[config.mk]
export PLATFORM = sky130hd
export DESIGN_NAME = insn_decoder
export DESIGN_NICKNAME = d
export VERILOG_FILES = /design/src/hdl/decode_pkg.sv /design/src/hdl/decode_imm.sv /design/src/hdl/decode_regs.sv /design/src/hdl/decode_class.sv /design/src/hdl/insn_decoder.sv
export VERILOG_INCLUDE_DIRS = /design/src /design/src/hdl
export SDC_FILE = /design/constraint.sdc
export NUM_CORES = 1
export LEC_CHECK = 0
export BUFFER_PORTS_ARGS = -buffer_cell sky130_fd_sc_hd__buf_2
export CAP_MARGIN = 10
export CELL_PAD_IN_SITES_DETAIL_PLACEMENT = 0
export CELL_PAD_IN_SITES_GLOBAL_PLACEMENT = 1
export CORE_MARGIN = 2
export CORE_UTILIZATION = 32
export CTS_CLUSTER_SIZE = 16
export DETAILED_ROUTE_END_ITERATION = 7
export PLACE_DENSITY = 0.83
export SKIP_CTS_REPAIR_TIMING = 1
export SLEW_MARGIN = 20
export SYNTH_ARGS = -nofsm -noshare
export SYNTH_HDL_FRONTEND = slang
export SYNTH_SLANG_ARGS = --single-unit
[constraint.sdc]
create_clock -name clk -period 2.1 [get_ports clk]
set_input_delay 0.315 -clock clk [delete_from_list [all_inputs] [get_ports clk]]
set_output_delay 0.315 -clock clk [all_outputs]
set_load 0.02 [all_outputs]
[src/hdl/decode_consts.svh]
`ifndef DECODE_CONSTS_SVH
`define DECODE_CONSTS_SVH

// ========================================
// Field widths
// ========================================

// Opcode field of the micro-op
`define DEC_OPC_W 7
// Register number, 64 architectural registers
`define DEC_REG_W 6
// Function field that sits above Rs2
`define DEC_FUNC_W 7
// Immediate is func and rs2 joined together before sign extension
`define DEC_IMM_W 13
// Width of the immediate carried on the decode bus
`define DEC_DATA_W 64
// Instruction pointer width
`define DEC_ADDR_W 32

// ========================================
// Register limits and special values
// ========================================

// First register number that user mode may not touch
`define DEC_USER_REG_LIMIT 48
// First register number that supervisor mode may not touch
`define DEC_SUPV_REG_LIMIT 56
// Function field value that turns a fence into a sync
`define DEC_SYNC_FUNC 127

// ========================================
// Opcode values
// ========================================

`define DEC_OP_NOP   7'd0
`define DEC_OP_ADD   7'd1
`define DEC_OP_ADDI  7'd2
`define DEC_OP_AND   7'd3
`define DEC_OP_OR    7'd4
`define DEC_OP_XOR   7'd5
`define DEC_OP_MUL   7'd8
`define DEC_OP_MULU  7'd9
`define DEC_OP_DIV   7'd10
`define DEC_OP_DIVU  7'd11
`define DEC_OP_LOAD  7'd16
`define DEC_OP_STORE 7'd17
`define DEC_OP_BCC   7'd24
`define DEC_OP_JSR   7'd25
`define DEC_OP_BSR   7'd26
`define DEC_OP_FENCE 7'd32
`define DEC_OP_FADD  7'd40
`define DEC_OP_ERET  7'd48
`define DEC_OP_SYS   7'd49

`endif

[src/hdl/decode_pkg.sv]
`default_nettype none

`include "decode_consts.svh"

package decode_pkg;

	// ========================================
	// Plain vector types
	// ========================================

	typedef logic [`DEC_OPC_W-1:0]  opcode_t;
	typedef logic [`DEC_REG_W-1:0]  reg_num_t;
	typedef logic [`DEC_FUNC_W-1:0] func_t;
	typedef logic [`DEC_DATA_W-1:0] imm_t;
	typedef logic [`DEC_ADDR_W-1:0] pc_address_t;

	// Privilege level the micro-op runs at
	typedef enum logic [1:0] {
		MODE_USER,
		MODE_SUPV,
		MODE_MACH
	} operating_mode_t;

	// Fault raised by the decoder, carried down the pipe with the micro-op
	typedef enum logic [1:0] {
		FLT_NONE,
		FLT_BADREG,
		FLT_UNIMP
	} fault_cause_t;

	// ========================================
	// Micro-op and decode bus
	// ========================================

	// One valid bit followed by the 32-bit instruction word, opcode in the low bits
	typedef struct packed {
		logic     v;
		func_t    func;
		reg_num_t rs2;
		reg_num_t rs1;
		reg_num_t rd;
		opcode_t  opcode;
	} micro_op_t;

	// Functional unit class flags, more than one may be set at a time
	typedef struct packed {
		logic nop;
		logic alu;
		logic bitwise;
		logic mul;
		logic mulu;
		logic div;
		logic divu;
		logic load;
		logic store;
		logic br;
		logic jsr;
		logic bsr;
		logic fence;
		logic fpu;
		logic eret;
		logic sys;
		// Opcode is in the implemented table
		logic impl;
	} unit_class_t;

	// Everything the later stages need to know about one micro-op
	typedef struct packed {
		logic         v;
		reg_num_t     Rd;
		reg_num_t     Rs1;
		reg_num_t     Rs2;
		logic         Rdz;
		logic         Rs1z;
		logic         Rs2z;
		logic         has_imm;
		logic         has_immb;
		imm_t         imm;
		unit_class_t  cls;
		logic         mem;
		logic         sync;
		logic         rc;
		pc_address_t  ip;
		fault_cause_t cause;
	} decode_bus_t;

endpackage

`default_nettype wire

[src/hdl/decode_imm.sv]
`timescale 1ns/1ps
`default_nettype none

`include "decode_consts.svh"

module decode_imm (
	input  decode_pkg::micro_op_t instr,
	output decode_pkg::imm_t      imm,
	output logic                  has_imm,
	output logic                  has_immb
);

	// Raw 13-bit immediate, func sits on top of the rs2 field
	logic [`DEC_IMM_W-1:0] imm_raw;
	// Opcode carries an immediate in place of its second source
	logic                  imm_op;

	assign imm_raw = {instr.func, instr.rs2};

	// ========================================
	// Opcodes with an immediate
	// ========================================

	always_comb begin
		case (instr.opcode)
			`DEC_OP_ADDI,
			`DEC_OP_LOAD,
			`DEC_OP_STORE,
			`DEC_OP_BCC,
			`DEC_OP_FENCE: imm_op = 1'b1;
			default:       imm_op = 1'b0;
		endcase
	end

	// ========================================
	// Sign extension
	// ========================================

	always_comb begin
		if (imm_op) begin
			// Replicate the top bit of the raw field up to the full data width
			imm = {{(`DEC_DATA_W-`DEC_IMM_W){imm_raw[`DEC_IMM_W-1]}}, imm_raw};
		end else begin
			imm = '0;
		end
	end

	// The one immediate this format has always replaces Rs2, so both flags move together
	assign has_imm  = imm_op;
	assign has_immb = imm_op;

endmodule

`default_nettype wire

[src/hdl/decode_regs.sv]
`timescale 1ns/1ps
`default_nettype none

`include "decode_consts.svh"

module decode_regs (
	input  decode_pkg::operating_mode_t om,
	input  decode_pkg::micro_op_t       instr,
	input  logic                        has_immb,
	output decode_pkg::reg_num_t        Rd,
	output decode_pkg::reg_num_t        Rs1,
	output decode_pkg::reg_num_t        Rs2,
	output logic                        Rdz,
	output logic                        Rs1z,
	output logic                        Rs2z,
	output logic                        exc
);

	// Limits are one bit wider than a register number so machine mode can use 64
	localparam logic [`DEC_REG_W:0] lim_user = `DEC_USER_REG_LIMIT;
	localparam logic [`DEC_REG_W:0] lim_supv = `DEC_SUPV_REG_LIMIT;
	localparam logic [`DEC_REG_W:0] lim_mach = 1 << `DEC_REG_W;

	logic [`DEC_REG_W:0] limit;
	logic                uses_rd;
	logic                uses_rs1;
	logic                uses_rs2;
	logic                exc_rd;
	logic                exc_rs1;
	logic                exc_rs2;

	// ========================================
	// Register fields and zero flags
	// ========================================

	assign Rd  = instr.rd;
	assign Rs1 = instr.rs1;
	// The rs2 bits belong to the immediate when one is present
	assign Rs2 = has_immb ? '0 : instr.rs2;

	assign Rdz  = (Rd == '0);
	assign Rs1z = (Rs1 == '0);
	assign Rs2z = (Rs2 == '0);

	// ========================================
	// Legality check against the mode
	// ========================================

	always_comb begin
		case (om)
			decode_pkg::MODE_USER: limit = lim_user;
			decode_pkg::MODE_SUPV: limit = lim_supv;
			decode_pkg::MODE_MACH: limit = lim_mach;
			// Unknown mode encoding gets the tightest limit
			default:               limit = lim_user;
		endcase
	end

	// Work out which fields the opcode really reads or writes
	always_comb begin
		uses_rd  = 1'b1;
		uses_rs1 = 1'b1;
		uses_rs2 = !has_immb;
		case (instr.opcode)
			`DEC_OP_NOP,
			`DEC_OP_ERET,
			`DEC_OP_SYS: begin
				uses_rd  = 1'b0;
				uses_rs1 = 1'b0;
				uses_rs2 = 1'b0;
			end
			// Branches and stores have no destination
			`DEC_OP_BCC,
			`DEC_OP_STORE: uses_rd = 1'b0;
			default: ;
		endcase
	end

	assign exc_rd  = uses_rd  && ({1'b0, instr.rd}  >= limit);
	assign exc_rs1 = uses_rs1 && ({1'b0, instr.rs1} >= limit);
	assign exc_rs2 = uses_rs2 && ({1'b0, instr.rs2} >= limit);

	assign exc = exc_rd | exc_rs1 | exc_rs2;

endmodule

`default_nettype wire

[src/hdl/decode_class.sv]
`timescale 1ns/1ps
`default_nettype none

`include "decode_consts.svh"

module decode_class (
	input  decode_pkg::micro_op_t   instr,
	output decode_pkg::unit_class_t cls
);

	// ========================================
	// Opcode to unit class
	// ========================================

	always_comb begin
		// Start with nothing raised, an opcode outside the table stays that way
		cls = '0;
		case (instr.opcode)
			`DEC_OP_NOP: begin
				cls.nop  = 1'b1;
				cls.impl = 1'b1;
			end
			`DEC_OP_ADD,
			`DEC_OP_ADDI: begin
				cls.alu  = 1'b1;
				cls.impl = 1'b1;
			end
			// Logic ops run on the ALU but are flagged so the scheduler can
			// pick a simpler unit
			`DEC_OP_AND,
			`DEC_OP_OR,
			`DEC_OP_XOR: begin
				cls.alu     = 1'b1;
				cls.bitwise = 1'b1;
				cls.impl    = 1'b1;
			end
			// Multiply and divide keep alu set as well
			`DEC_OP_MUL: begin
				cls.alu  = 1'b1;
				cls.mul  = 1'b1;
				cls.impl = 1'b1;
			end
			`DEC_OP_MULU: begin
				cls.alu  = 1'b1;
				cls.mulu = 1'b1;
				cls.impl = 1'b1;
			end
			`DEC_OP_DIV: begin
				cls.alu  = 1'b1;
				cls.div  = 1'b1;
				cls.impl = 1'b1;
			end
			`DEC_OP_DIVU: begin
				cls.alu  = 1'b1;
				cls.divu = 1'b1;
				cls.impl = 1'b1;
			end
			`DEC_OP_LOAD: begin
				cls.load = 1'b1;
				cls.impl = 1'b1;
			end
			`DEC_OP_STORE: begin
				cls.store = 1'b1;
				cls.impl  = 1'b1;
			end
			// Flow control
			`DEC_OP_BCC: begin
				cls.br   = 1'b1;
				cls.impl = 1'b1;
			end
			`DEC_OP_JSR: begin
				cls.jsr  = 1'b1;
				cls.impl = 1'b1;
			end
			`DEC_OP_BSR: begin
				cls.bsr  = 1'b1;
				cls.impl = 1'b1;
			end
			`DEC_OP_FENCE: begin
				cls.fence = 1'b1;
				cls.impl  = 1'b1;
			end
			`DEC_OP_FADD: begin
				cls.fpu  = 1'b1;
				cls.impl = 1'b1;
			end
			`DEC_OP_ERET: begin
				cls.eret = 1'b1;
				cls.impl = 1'b1;
			end
			`DEC_OP_SYS: begin
				cls.sys  = 1'b1;
				cls.impl = 1'b1;
			end
			default: ;
		endcase
	end

endmodule

`default_nettype wire

[src/hdl/insn_decoder.sv]
`timescale 1ns/1ps
`default_nettype none

`include "decode_consts.svh"

module insn_decoder (
	input  logic                        clk,
	input  logic                        rst,
	input  logic                        en,
	input  decode_pkg::pc_address_t     ip,
	input  decode_pkg::operating_mode_t om,
	input  decode_pkg::micro_op_t       instr,
	output decode_pkg::decode_bus_t     dbo
);

	// Combinational decode of the current micro-op
	decode_pkg::decode_bus_t db;

	// Sub-decoder outputs
	decode_pkg::imm_t        imm;
	logic                    has_imm;
	logic                    has_immb;
	decode_pkg::reg_num_t    rd;
	decode_pkg::reg_num_t    rs1;
	decode_pkg::reg_num_t    rs2;
	logic                    rdz;
	logic                    rs1z;
	logic                    rs2z;
	logic                    exc;
	decode_pkg::unit_class_t cls;

	// ========================================
	// Sub-decoders
	// ========================================

	decode_imm u_imm (
		.instr    (instr),
		.imm      (imm),
		.has_imm  (has_imm),
		.has_immb (has_immb)
	);

	// Needs has_immb so Rs2 is neither reported nor checked under an immediate
	decode_regs u_regs (
		.om       (om),
		.instr    (instr),
		.has_immb (has_immb),
		.Rd       (rd),
		.Rs1      (rs1),
		.Rs2      (rs2),
		.Rdz      (rdz),
		.Rs1z     (rs1z),
		.Rs2z     (rs2z),
		.exc      (exc)
	);

	decode_class u_class (
		.instr (instr),
		.cls   (cls)
	);

	// ========================================
	// Bus assembly
	// ========================================

	always_comb begin
		db          = '0;
		db.v        = instr.v;
		db.Rd       = rd;
		db.Rs1      = rs1;
		db.Rs2      = rs2;
		db.Rdz      = rdz;
		db.Rs1z     = rs1z;
		db.Rs2z     = rs2z;
		db.has_imm  = has_imm;
		db.has_immb = has_immb;
		db.imm      = imm;
		db.cls      = cls;
		db.mem      = cls.load | cls.store;
		// A fence with all function bits set waits for everything, not just memory
		db.sync     = cls.fence && (instr.func == `DEC_FUNC_W'(`DEC_SYNC_FUNC));
		db.rc       = instr.func[`DEC_FUNC_W-1];
		db.ip       = ip;
		// A bad register wins over an unimplemented opcode
		if (exc) begin
			db.cause = decode_pkg::FLT_BADREG;
		end else if (!cls.impl) begin
			db.cause = decode_pkg::FLT_UNIMP;
		end else begin
			db.cause = decode_pkg::FLT_NONE;
		end
		// Dead slot, turn it into a harmless nop on the ALU with no fault
		if (!instr.v) begin
			db         = '0;
			db.cls.nop = 1'b1;
			db.cls.alu = 1'b1;
			db.cause   = decode_pkg::FLT_NONE;
		end
	end

	// ========================================
	// Output register
	// ========================================

	// The stage only moves when en is high, otherwise dbo holds
	always_ff @(posedge clk) begin
		if (rst) begin
			dbo         <= '0;
			dbo.cls.nop <= 1'b1;
			dbo.cls.alu <= 1'b1;
			dbo.Rdz     <= 1'b1;
			dbo.cause   <= decode_pkg::FLT_NONE;
		end else if (en) begin
			dbo <= db;
		end
	end

endmodule

`default_nettype wire

== Word-level counts from Yosys, hierarchy flattened ==
Cells that the tools add are included.

* Word-level logic and storage cells: 101
* Register bits after elaboration: 142
* Output and inout bits: 142
* Input bits: 70

* Bitwise logic cells: 3
* Reductions and logical operators: 15
* Magnitude comparators: 3
* Muxes and demuxes: 27
* Equal/unequal tests: 21

{| class="wikitable"
|+ Operators by type and width
! kind !! count
|-
| 2-to-1 mux 142 bit || 1
|-
| 2-to-1 mux 64 bit || 1
|-
| equality test 7 x 5 -> 1 bit, second input constant || 5
|-
| equality test 7 x 4 -> 1 bit, second input constant || 4
|-
| equality test 7 x 6 -> 1 bit, second input constant || 4
|-
| >= comparator 6 x 7 -> 1 bit || 3
|-
| 2-to-1 mux 1 bit || 21
|-
| OR reduction 19 bit || 1
|-
| logical NOT 6 bit || 3
|-
| equality test 7 x 2 -> 1 bit, second input constant || 2
|-
| equality test 7 x 3 -> 1 bit, second input constant || 2
|-
| case mux 7 bit (2 select lines) || 1
|-
| OR reduction 5 bit || 2
|-
| OR reduction 9 bit || 1
|-
| equality test 7 x 1 -> 1 bit, second input constant || 1
|-
| equality test 7 bit, second input constant || 1
|-
| logical NOT 7 bit || 1
|-
| 2-to-1 mux 6 bit || 1
|-
| OR reduction 3 bit || 2
|-
| logical AND 1 bit || 4
|-
| 2-to-1 mux 2 bit || 2
|-
| bitwise OR 1 bit || 3
|-
| equality test 2 x 1 -> 1 bit, second input constant || 1
|-
| equality test 2 bit, second input constant || 1
|-
| logical NOT 1 bit || 1
|}

== Longest topological paths before layout ==
Gate-level depths: netlist of run 1.

* Word-level depth: 9
* Mapped depth: 9
* Depth with buffers taken out: 9

== By module ==
A second synthesis of run 1 with hierarchy kept.

* Cell total of the unflattened synthesis: 823
* Area, all modules: 6890.4 um^2

{| class="wikitable"
|+ By module, submodules not included
! module !! cells each !! instances !! sequential area each (um^2) !! area an instance (um^2)
|-
| insn_decoder || 631 || 1 || 2842.7 || 5547.8
|-
| decode_imm || 76 || 1 || 0.0 || 569.3
|-
| decode_regs || 69 || 1 || 0.0 || 500.5
|-
| decode_class || 47 || 1 || 0.0 || 272.8
|}

== Worst setup path after synthesis of run 1 ==
OpenSTA, ideal clock, no wires.

* Path type: flip-flop to output port
* From: reg, netlist name dbo[116]
* To: out dbo[100] in the netlist's numbering
* Stages on the path, launching flop included: 2
* Arrival time: 1.562 ns
* Slack: 0.223 ns
* Cells stage by stage: dfxtp_1 -> buf_4

{| class="wikitable"
|+ RTL lines
! element !! RTL line !! source
|-
| to (decl) || insn_decoder.sv:13 || <nowiki>output decode_pkg::decode_bus_t dbo</nowiki>
|}

== Final worst setup path of run 1 ==
* From: in om[0]
* To: reg dbo[1] in the netlist's numbering

* Word-level cells in the longest chain between the ends: 8
* Elaborated cells on any way between the ends: 13
* Those cells by class: order compare: 3; eq/ne: 2; mux: 3; bitwise: 2; reduce/logical: 3

{| class="wikitable"
|+ RTL lines
! element !! RTL line !! source
|-
| from (decl) || insn_decoder.sv:11 || <nowiki>input decode_pkg::operating_mode_t om,</nowiki>
|-
| equality test 2 bit or equality test 2 x 1 -> 1 bit (tied branches) || decode_regs.sv:50 || <nowiki>case (om)</nowiki>
|-
| case mux 7 bit (2 select lines) * || decode_regs.sv:50 ||
|-
| >= comparator 6 x 7 -> 1 bit, on equally long branches || decode_regs.sv:79, decode_regs.sv:80 ||
|-
| logical AND 1 bit, on equally long branches || decode_regs.sv:79, decode_regs.sv:80 ||
|-
| bitwise OR 1 bit || decode_regs.sv:83 || <nowiki>assign exc = exc_rd | exc_rs1 | exc_rs2;</nowiki>
|-
| bitwise OR 1 bit * || decode_regs.sv:83 ||
|-
| 2-to-1 mux 2 bit * || insn_decoder.sv:85 || <nowiki>if (exc) begin</nowiki>
|-
| 2-to-1 mux 142 bit * || insn_decoder.sv:93 || <nowiki>if (!instr.v) begin</nowiki>
|}

Mark *: on every way between the ends. The rest lies on a longest branch, timed or not.
A chain may end at the register's enable or synchronous reset.

==> run metrics, run 1 <==
vias in the first global route ~3600; post-DP HPWL 8090 um; GRT Residual Overflow 0; die height roughly 120 um; status completed; area share of the largest cell type after synthesis 0.437; WP data required 2340 ps; I/O Buffers 211; number of synthesized flops with an enable pin 0; share of cells above drive strength 1 0.432; met2 usage 0.258; fin area 5310 um2; Avg WL per Cell 13.9 um; Placed Area ~5000 um2; Worst Reg-to-Reg Cells 3; worst path buffer plus inverter count 2; Peak VDD IR 455 uV; Final GP Congestion 0.837; Root Buffer clkbuf_16; met3 Usage GRT 0.0417; routed vias between 3000 and 4000; Die Area 13800 um2; TritonRoute pass-1 iters 4; Regs by FF count dbo (90); top_reg_cell synth dfxtp_1; hold path start ip[1]; Reg clk slew, reported paths 60 ps; drt drc 0; clk_skew 0 ps; IO Pins 212; Crit path arrival time 1910 ps; n_diodes 0; drt first-iter violations 173; initial antenna violation count 0; Overall Global Routing Usage 0.159; global route hottest layer met2; register share of total power 0.455; CP peak stage delay 290 ps; setup violators final 0; synthesized area per cell 8.93 um2; Worst slew margin 0.639; ANT nets after route 0; Clock Sinks 90; final worst-path cycle share 0.796; min Tclk post-route 1670 ps; max FFs per register 90; Synth Instances roughly 460; Layout area overhead 28.7%; final hold violation count 0; Setup CP Type input pin to register; Hold Path Depth 3; Synth area leaders dfxtp_1, a22oi_1, buf_4; internal power 0.00288 W; Pins Over Slew Limit 0; sw frac 0.263; worst path cell trace buf_2 -> nand2b_1 -> inv_1 -> ha_1 -> nor2b_1 -> o21ai_0 -> o211ai_1 -> a21oi_1 -> o21bai_1 -> o41ai_1; largest net degree at the start of global routing 54; H-tree Lvls 3; Layout fillers 1287; Reg with most FFs dbo; Synth async-reset ratio 0; Num CTS Buffers 9; synthesized flop and latch total 90; first-pass GRT wire length about 18000 um; row cnt just over 40; Synth Warn # 0; power share of the clock group 0.417; R2R Setup Slk 1210 ps; worst flop-to-flop path startpoint dbo[116]; Final Routed Wirelength 11000 um; R2R Path End dbo[116]; max_cap viols 0; drt via density 4.79; Hold Crit Endpoint dbo[3]; Die W 118 um; critical path's slowest cell ha_1; crit-path leading delay family compound AO/OA/AOI/OAI gates; clock buffer depth 2; Cell Pwr Density 737 nW/um2; Comb pwr share 0.128; hold crit path type input pin to register; Leak 2.57 nW; leading area contributor after synthesis dfxtp_1; synthesized area ~4100 um2; setup TNS 0 ps; worst-margin pin slew between 500 and 600 ps; Mapped Nets roughly 540; fin nets 695; Starting Density 0.327; CP Max Fanout 6; Worst-Skew Late Latency between 300 and 400 ps; Worst setup EP type register; Netlist cell types 45; register area share after synthesis 0.437; Switching Power 0.00103 W; met1 usage 0.196; CTS tree yes; Core ar. 12600 um2; nature of the critical path startpoint input pin; RSZ-0062 raised after global routing false; max frequency 0.598 GHz
[final cells by class]
type	instances	area, um2	area share
clock inverters	6	72.6	0.0137
well taps	172	215	0.0405
repair buffers	227	1230	0.231
inverters	10	37.5	0.00707
flip-flops and latches	90	1800	0.339
multi-input cells	275	1730	0.325
clock buffers	10	229	0.0431
[tightest hold or removal path: cells and delay by family]
kind	cells	cell delay, ps
and+or+nand+nor	1	70
AOI/OAI and AO/OA	1	50
buffers and inverters	1	80
[placed cells by master, fill, tap and decap left out, types with 2 or more instances in the layout]
| cell | netlist | routed |
|---|---|---|
| a22oi_2 | 9 | 9 |
| inv_6 | 0 | 2 |
| nor2b_1 | 5 | 5 |
| nor3_1 | 9 | 9 |
| nor2_1 | 75 | 75 |
| xor2_1 | 3 | 3 |
| inv_1 | 8 | 8 |
| nor2_2 | 10 | 10 |
| buf_2 | 3 | 210 |
| dfxtp_1 | 90 | 90 |
| buf_12 | 1 | 4 |
| clkbuf_16 | 0 | 9 |
| nand3_1 | 5 | 5 |
| ha_1 | 12 | 12 |
| o21a_1 | 2 | 2 |
| inv_2 | 2 | 2 |
| buf_4 | 53 | 13 |
| nand2_1 | 18 | 18 |
| a21oi_1 | 16 | 16 |
| o21ai_0 | 8 | 8 |
| o22ai_1 | 2 | 2 |
| nor4b_1 | 3 | 3 |
| nor4_1 | 6 | 6 |
| a22oi_1 | 63 | 63 |
| a31oi_1 | 2 | 2 |
| mux2i_1 | 2 | 2 |
| nand2b_1 | 2 | 2 |
| nand3b_1 | 2 | 2 |
| nand4_1 | 4 | 4 |
| o211ai_1 | 2 | 2 |
[cells by family (layout without fill, tap and decap cells)]
logic type | Yosys count | in the layout | synth area share
compound gates | 111 | 111 | 0.201
mux | 2 | 2 | 0.00485
buf+inv | 97 | 253 | 0.145
xor+xnor | 3 | 3 | 0.00637
simple gates | 147 | 147 | 0.170
flops | 90 | 90 | 0.437
fa+ha+maj | 12 | 12 | 0.0364
[stage by stage]
| stage | hold slack (ps) | std cells | power [W] | utilization | setup WS (ps) |
|---|---|---|---|---|---|
| 6_report | 203 | 790 | 0.00391 | 0.421 | 428 |
| 5_1_grt | 198 | 790 | 0.00409 | 0.421 | 179 |
| 4_1_cts | 184 | 790 | 0.00397 | 0.421 | 428 |
| 3_5_place_dp | 455 | 774 | 0.00232 | 0.397 | 64.0 |
| 3_3_place_gp | 451 | 774 | 0.00231 | 0.397 | 126 |
| 2_1_floorplan | 443 | 462 | 0.00212 | - | 223 |
[synthesized netlist by cell type, types with 2 or more instances]
| library cell | number |
|---|---|
| a21oi_1 | 16 |
| a22oi_1 | 63 |
| a22oi_2 | 9 |
| a31oi_1 | 2 |
| and2_1 | 2 |
| buf_2 | 3 |
| buf_4 | 53 |
| buf_6 | 2 |
| clkbuf_1 | 27 |
| dfxtp_1 | 90 |
| ha_1 | 12 |
| inv_1 | 8 |
| inv_2 | 2 |
| mux2i_1 | 2 |
| nand2_1 | 18 |
| nand2b_1 | 2 |
| nand3_1 | 5 |
| nand3b_1 | 2 |
| nand4_1 | 4 |
| nor2_1 | 75 |
| nor2_2 | 10 |
| nor2b_1 | 5 |
| nor3_1 | 9 |
| nor4_1 | 6 |
| nor4b_1 | 3 |
| o211ai_1 | 2 |
| o21a_1 | 2 |
| o21ai_0 | 8 |
| o22ai_1 | 2 |
| xor2_1 | 3 |
[power groups by stage]
stage / logic (W) / clock network, W / registers, W
final: 0.000502 / 0.00163 / 0.00178
after global routing: 0.000556 / 0.00175 / 0.00178
after CTS: 0.000507 / 0.00169 / 0.00178
after detailed placement: 0.000506 / 0 / 0.00182
after global placement: 0.000494 / 0 / 0.00182
after floorplan: 0.000245 / 0 / 0.00188
[layer usage]
metal | share of wire | vias up
li1 | - | 1871
met1 | 0.44 | 1738
met2 | 0.47 | 157
met3 | 0.068 | 18
met4 | 0.023 | 0
met5 | 0 | -
[how the worst max path moves through the flow]
stage / from / endpoint / slack (ps) / cells after the start
floorplan: dbo[116] / dbo[100] / 220 / 1
global placement: om[0] / dbo[0] / 130 / 10
detailed placement: om[0] / dbo[1] / 60 / 10
CTS: om[0] / dbo[1] / 430 / 10
global route: om[0] / dbo[1] / 180 / 10
finish: om[0] / dbo[1] / 430 / 10
Power figures use the tool's default switching activity.
==> run 2, diff against run 1 <==
--- a/config.mk
+++ b/config.mk
@@ -11,10 +11,10 @@
 export CELL_PAD_IN_SITES_DETAIL_PLACEMENT = 0
 export CELL_PAD_IN_SITES_GLOBAL_PLACEMENT = 1
 export CORE_MARGIN = 2
-export CORE_UTILIZATION = 32
+export CORE_UTILIZATION = 29
 export CTS_CLUSTER_SIZE = 16
 export DETAILED_ROUTE_END_ITERATION = 7
-export PLACE_DENSITY = 0.83
+export PLACE_DENSITY = 0.79
 export SKIP_CTS_REPAIR_TIMING = 1
 export SLEW_MARGIN = 20
 export SYNTH_ARGS = -nofsm -noshare
==> constraint.sdc (replaced) <==
create_clock -name clk -period 1.44 [get_ports clk]
set_input_delay 0.216 -clock clk [delete_from_list [all_inputs] [get_ports clk]]
set_output_delay 0.216 -clock clk [all_outputs]
set_load 0.02 [all_outputs]
==> run metrics, run 2 (synthesized netlist as in run 1, its figures left out) <==
Regs by FF count dbo (90) (unchanged); Final GP Congestion 0.856 (was 0.837); clock buffer depth 2 (unchanged); final worst-path cycle share 0.959; Final Routed Wirelength 12100 um (was 11000 um); Leak 2.78 nW (was 2.57 nW); vias in the first global route 3807 (was 3592); Pins Over Slew Limit 0 (unchanged); Setup WS post-layout 58.4 ps (was 428 ps); worst-margin pin slew 539 ps (was 541 ps); fin nets 732 (was 695); most common cell after layout, fill and taps aside buf_2 (unchanged); setup violators final 0 (unchanged); max FFs per register 90 (unchanged); CTS tree yes (unchanged); Clock Sinks 90 (unchanged); nature of the critical path startpoint input pin (unchanged); Reg clk slew, reported paths 60 ps (about the same); Die Area 15200 um2 (was 13800 um2); Non-Filler Instances 835 (was 790); setup TNS 0 ps (unchanged); drt drc 0 (unchanged); WP data required 1680 ps (was 2340 ps); GRT Residual Overflow 0 (unchanged); Worst slew margin 0.640 (was 0.639); max frequency 0.724 GHz; RSZ-0062 raised after global routing false (unchanged); initial antenna violation count 0 (unchanged); largest net degree at the start of global routing 55 (was 54); status completed (unchanged); max_cap viols 0 (unchanged); drt via density 4.78 (was 4.79); most frequent cells in the layout buf_2, dfxtp_1, nor2_1 (unchanged); Die W 123 um (was 118 um); Layout area overhead 39.8% (was 28.7%); total power 0.00601 W (was 0.00391 W); first-pass GRT wire length 18500 um (was 17800 um); IO Pins 212 (unchanged); clk_skew 0 ps (unchanged); Peak VDD IR 566 uV (was 455 uV); row cnt 43 (was 41); H-tree Lvls 3 (unchanged); Crit path arrival time 1620 ps (was 1910 ps); Cell Pwr Density 1040 nW/um2 (was 737 nW/um2); share of cells above drive strength 1 0.485 (was 0.432); Overall Global Routing Usage 0.156 (was 0.159); Setup CP Type input pin to register (unchanged); drt first-iter violations 209 (was 173); Root Buffer clkbuf_16 (unchanged); hold crit path type input pin to register (unchanged); routed vias 3991 (was 3784); Core ar. 13900 um2 (was 12600 um2); Placed Cells 819 (was 774); pre-CTS setup slack -359 ps (was 64.0 ps); fin util 0.416 (was 0.421); Worst-Skew Late Latency 340 ps (about the same); Starting Density 0.297 (was 0.327); I/O Buffers 211 (unchanged); die height 123 um (was 118 um); TritonRoute pass-1 iters 4 (unchanged); Worst setup EP type register (unchanged); CP Max Fanout 6 (unchanged); post-DP HPWL 9140 um (was 8090 um); n_diodes 0 (unchanged); Num CTS Buffers 9 (unchanged); min Tclk post-route 1380 ps; R2R Setup Slk 670 ps (was 1210 ps); ANT nets after route 0 (unchanged); final hold violation count 0 (unchanged); Avg WL per Cell 14.5 um (was 13.9 um); Reg with most FFs dbo (unchanged)
## run 2: per-layer routing
metal / track usage / share of wire / vias to the layer above
li1: - / - / 1943
met1: 0.191 / 0.42 / 1867
met2: 0.255 / 0.48 / 161
met3: 0.0526 / 0.081 / 20
met4: 0.0568 / 0.020 / 0
met5: 0 / 0 / -
## run 2: path summary, 6_finish.rpt
check,from,depth (start not counted),endpoint
setup / recovery,om[0],10,dbo[0]
hold / removal,ip[1],3,dbo[3]
setup reg to reg,dbo[120],2,dbo[120]
hold reg to reg,dbo[43],2,dbo[43]
## run 2: area by class of cell
cell class                 instances  area, um2
clock buffer                      10        239
clock inverter                     6       88.8
fill                            1408       8110
inverter                          10       45.0
multi-input combinational        275       1820
sequential                        90       1800
tap                              180        225
timing repair buffer             264       1550
## run 2: power breakdown
part	internal [W]	switching [W]	total, W
registers	0.00256	0.0000381	0.00260
clock network	0.00157	0.000989	0.00256
logic	0.000362	0.000494	0.000856
## run 2: per-stage QoR
step                cell area, um2  hold slack [ps]
floorplan                     4200              344
global placement              5410              445
detailed placement            5410              457
CTS                           5740             88.1
global route                  5770              108
finish                        5770              102
## run 2: worst max-delay path, cell delays in order
cell	delay (ps)
buf_6	90
nand2b_4	180
inv_8	100
ha_4	190
nor2b_1	120
o21ai_1	130
o211ai_1	120
a21oi_2	160
o21bai_2	100
a32o_1	200
==> run 3, diff against run 2 <==
--- a/config.mk
+++ b/config.mk
@@ -14,6 +14,7 @@
 export CORE_UTILIZATION = 29
 export CTS_CLUSTER_SIZE = 16
 export DETAILED_ROUTE_END_ITERATION = 7
+export MAX_ROUTING_LAYER = met4
 export PLACE_DENSITY = 0.79
 export SKIP_CTS_REPAIR_TIMING = 1
 export SLEW_MARGIN = 20
==> run metrics, run 3 (synthesized netlist as in run 1, its figures left out) <==
Die Area 15200 um2 (unchanged); vias in the first global route 3631 (was 3807); max_cap viols 0 (unchanged); Hold WS 97.0 ps (was 102 ps); pre-CTS setup slack -430 ps (was -359 ps); CP Max Fanout 7 (was 6); final hold violation count 0 (unchanged); critical path's slowest cell a2111oi_4 (was a32o_1); share of cells above drive strength 1 0.492 (was 0.485); IO Pins 212 (unchanged); Setup WS post-layout 8.26 ps (was 58.4 ps); nature of the critical path startpoint input pin (unchanged); n_diodes 0 (unchanged); largest net degree at the start of global routing 47 (was 55); initial antenna violation count 0 (unchanged); Worst setup EP type register (unchanged); Num CTS Buffers 9 (unchanged); Placed Cells 819 (unchanged); worst-margin pin slew 449 ps (was 539 ps); Reg with most FFs dbo (unchanged); Die W 123 um (unchanged); Regs by FF count dbo (90) (unchanged); RSZ-0062 raised after global routing true (was false); fin nets 736 (was 732); worst path cell trace buf_12 -> nor4_4 -> inv_2 -> a2111oi_4 -> and2_4 -> clkbuf_16 -> a22oi_1 -> nor2_1 (was buf_6 -> nand2b_4 -> inv_8 -> ha_4 -> nor2b_1 -> o21ai_1 -> o211ai_1 -> a21oi_2 -> o21bai_2 -> a32o_1); Final Routed Wirelength 12200 um (was 12100 um); worst path buffer plus inverter count 3 (was 2); drt via density 4.75 (was 4.78); Overall Global Routing Usage 0.157 (was 0.156); Core ar. 13900 um2 (unchanged); post-DP HPWL 8950 um (was 9140 um); Leak 2.81 nW (was 2.78 nW); H-tree Lvls 3 (unchanged); status completed (unchanged); CTS tree yes (unchanged); crit-path leading delay family simple AND/OR/NAND/NOR gates (was compound AO/OA/AOI/OAI gates); Setup CP Type input pin to register (unchanged); max frequency 0.698 GHz (was 0.724 GHz); setup violators final 0 (unchanged); die height 123 um (unchanged); Worst slew margin 0.699 (was 0.640); routed vias 3988 (was 3991); first-pass GRT wire length 18000 um (was 18500 um); max FFs per register 90 (unchanged); min Tclk post-route 1430 ps (was 1380 ps); most frequent cells in the layout buf_2, dfxtp_1, nor2_1 (unchanged); Crit path arrival time 1710 ps (was 1620 ps); Worst-Skew Late Latency 340 ps (about the same); Starting Density 0.297 (unchanged); Avg WL per Cell 14.5 um (about the same); TritonRoute pass-1 iters 5 (was 4); Pins Over Slew Limit 0 (unchanged); hold crit path type input pin to register (unchanged); Layout area overhead 41.2% (was 39.8%); row cnt 43 (unchanged); Layout fillers 1364 (was 1408); Final GP Congestion 0.875 (was 0.856); WP data required 1720 ps (was 1680 ps); clk_skew 0 ps (unchanged); CP peak stage delay 430 ps (was 200 ps); Root Buffer clkbuf_16 (unchanged); Peak VDD IR 490 uV (was 566 uV); drt first-iter violations 182 (was 209); GRT Residual Overflow 0 (unchanged); Non-Filler Instances 839 (was 835); clock buffer depth 2 (unchanged); drt drc 0 (unchanged); most common cell after layout, fill and taps aside buf_2 (unchanged); final worst-path cycle share 0.994 (was 0.959); total power 0.00579 W (was 0.00601 W); Clock Sinks 90 (unchanged); Reg clk slew, reported paths 70 ps (was 60 ps); ANT nets after route 0 (unchanged); Cell Pwr Density 994 nW/um2 (was 1040 nW/um2); I/O Buffers 211 (unchanged); fin util 0.420 (was 0.416)
==> run 3: cell count changes in the layout (fill, tap and decap cells not counted), sizes merged <==
cell	change
buf	+2
bufinv	-2
clkbuf	+1
clkinvlp	-1
inv	+4
==> run 3: final cells by class <==
type / instances / area (um2) / share of cell area
flip-flops and latches: 90 / 1810 / 0.310
well taps: 180 / 225 / 0.0387
clock inverters: 7 / 67.6 / 0.0116
inverters: 10 / 45.0 / 0.00773
clock buffers: 9 / 225 / 0.0387
multi-input cells: 275 / 1840 / 0.315
repair buffers: 268 / 1620 / 0.278
==> run 3: routing by layer <==
metal  vias up  track usage  part of all wire
met3        16       0.0387             0.065
met5         -            -                 0
li1       1956            -                 -
met1      1858        0.204              0.45
met2       158        0.236              0.47
met4         0       0.0625             0.015
==> run 3: metrics by stage <==
stage | TNS [ps] | instance area (um2)
6_report | 0 | 5830
3_5_place_dp | -7010 | 5400
3_3_place_gp | -6230 | 5400
4_1_cts | -119 | 5690
2_1_floorplan | -2290 | 4200
5_1_grt | -516 | 5830
==> run 3: final timing paths <==
kind / from / to / slack (ps) / cells after the start
max: instr[2] / dbo[54] / 8 / 8
min: ip[1] / dbo[3] / 100 / 3
max reg2reg: dbo[120] / dbo[120] / 650 / 2
min reg2reg: dbo[47] / dbo[47] / 460 / 2
==> run 3: worst reg2reg max path, delay by kind of cell, from the launching register on <==
family / cells / cell delay [ps]
compound gates: 1 / 290
flops: 1 / 330
simple gates: 1 / 60
==> run 3: power breakdown <==
group / switching, W / internal, W / total, W
Combinational: 0.000494 / 0.000369 / 0.000863
Clock: 0.00111 / 0.00122 / 0.00234
Sequential: 0.0000382 / 0.00256 / 0.00259
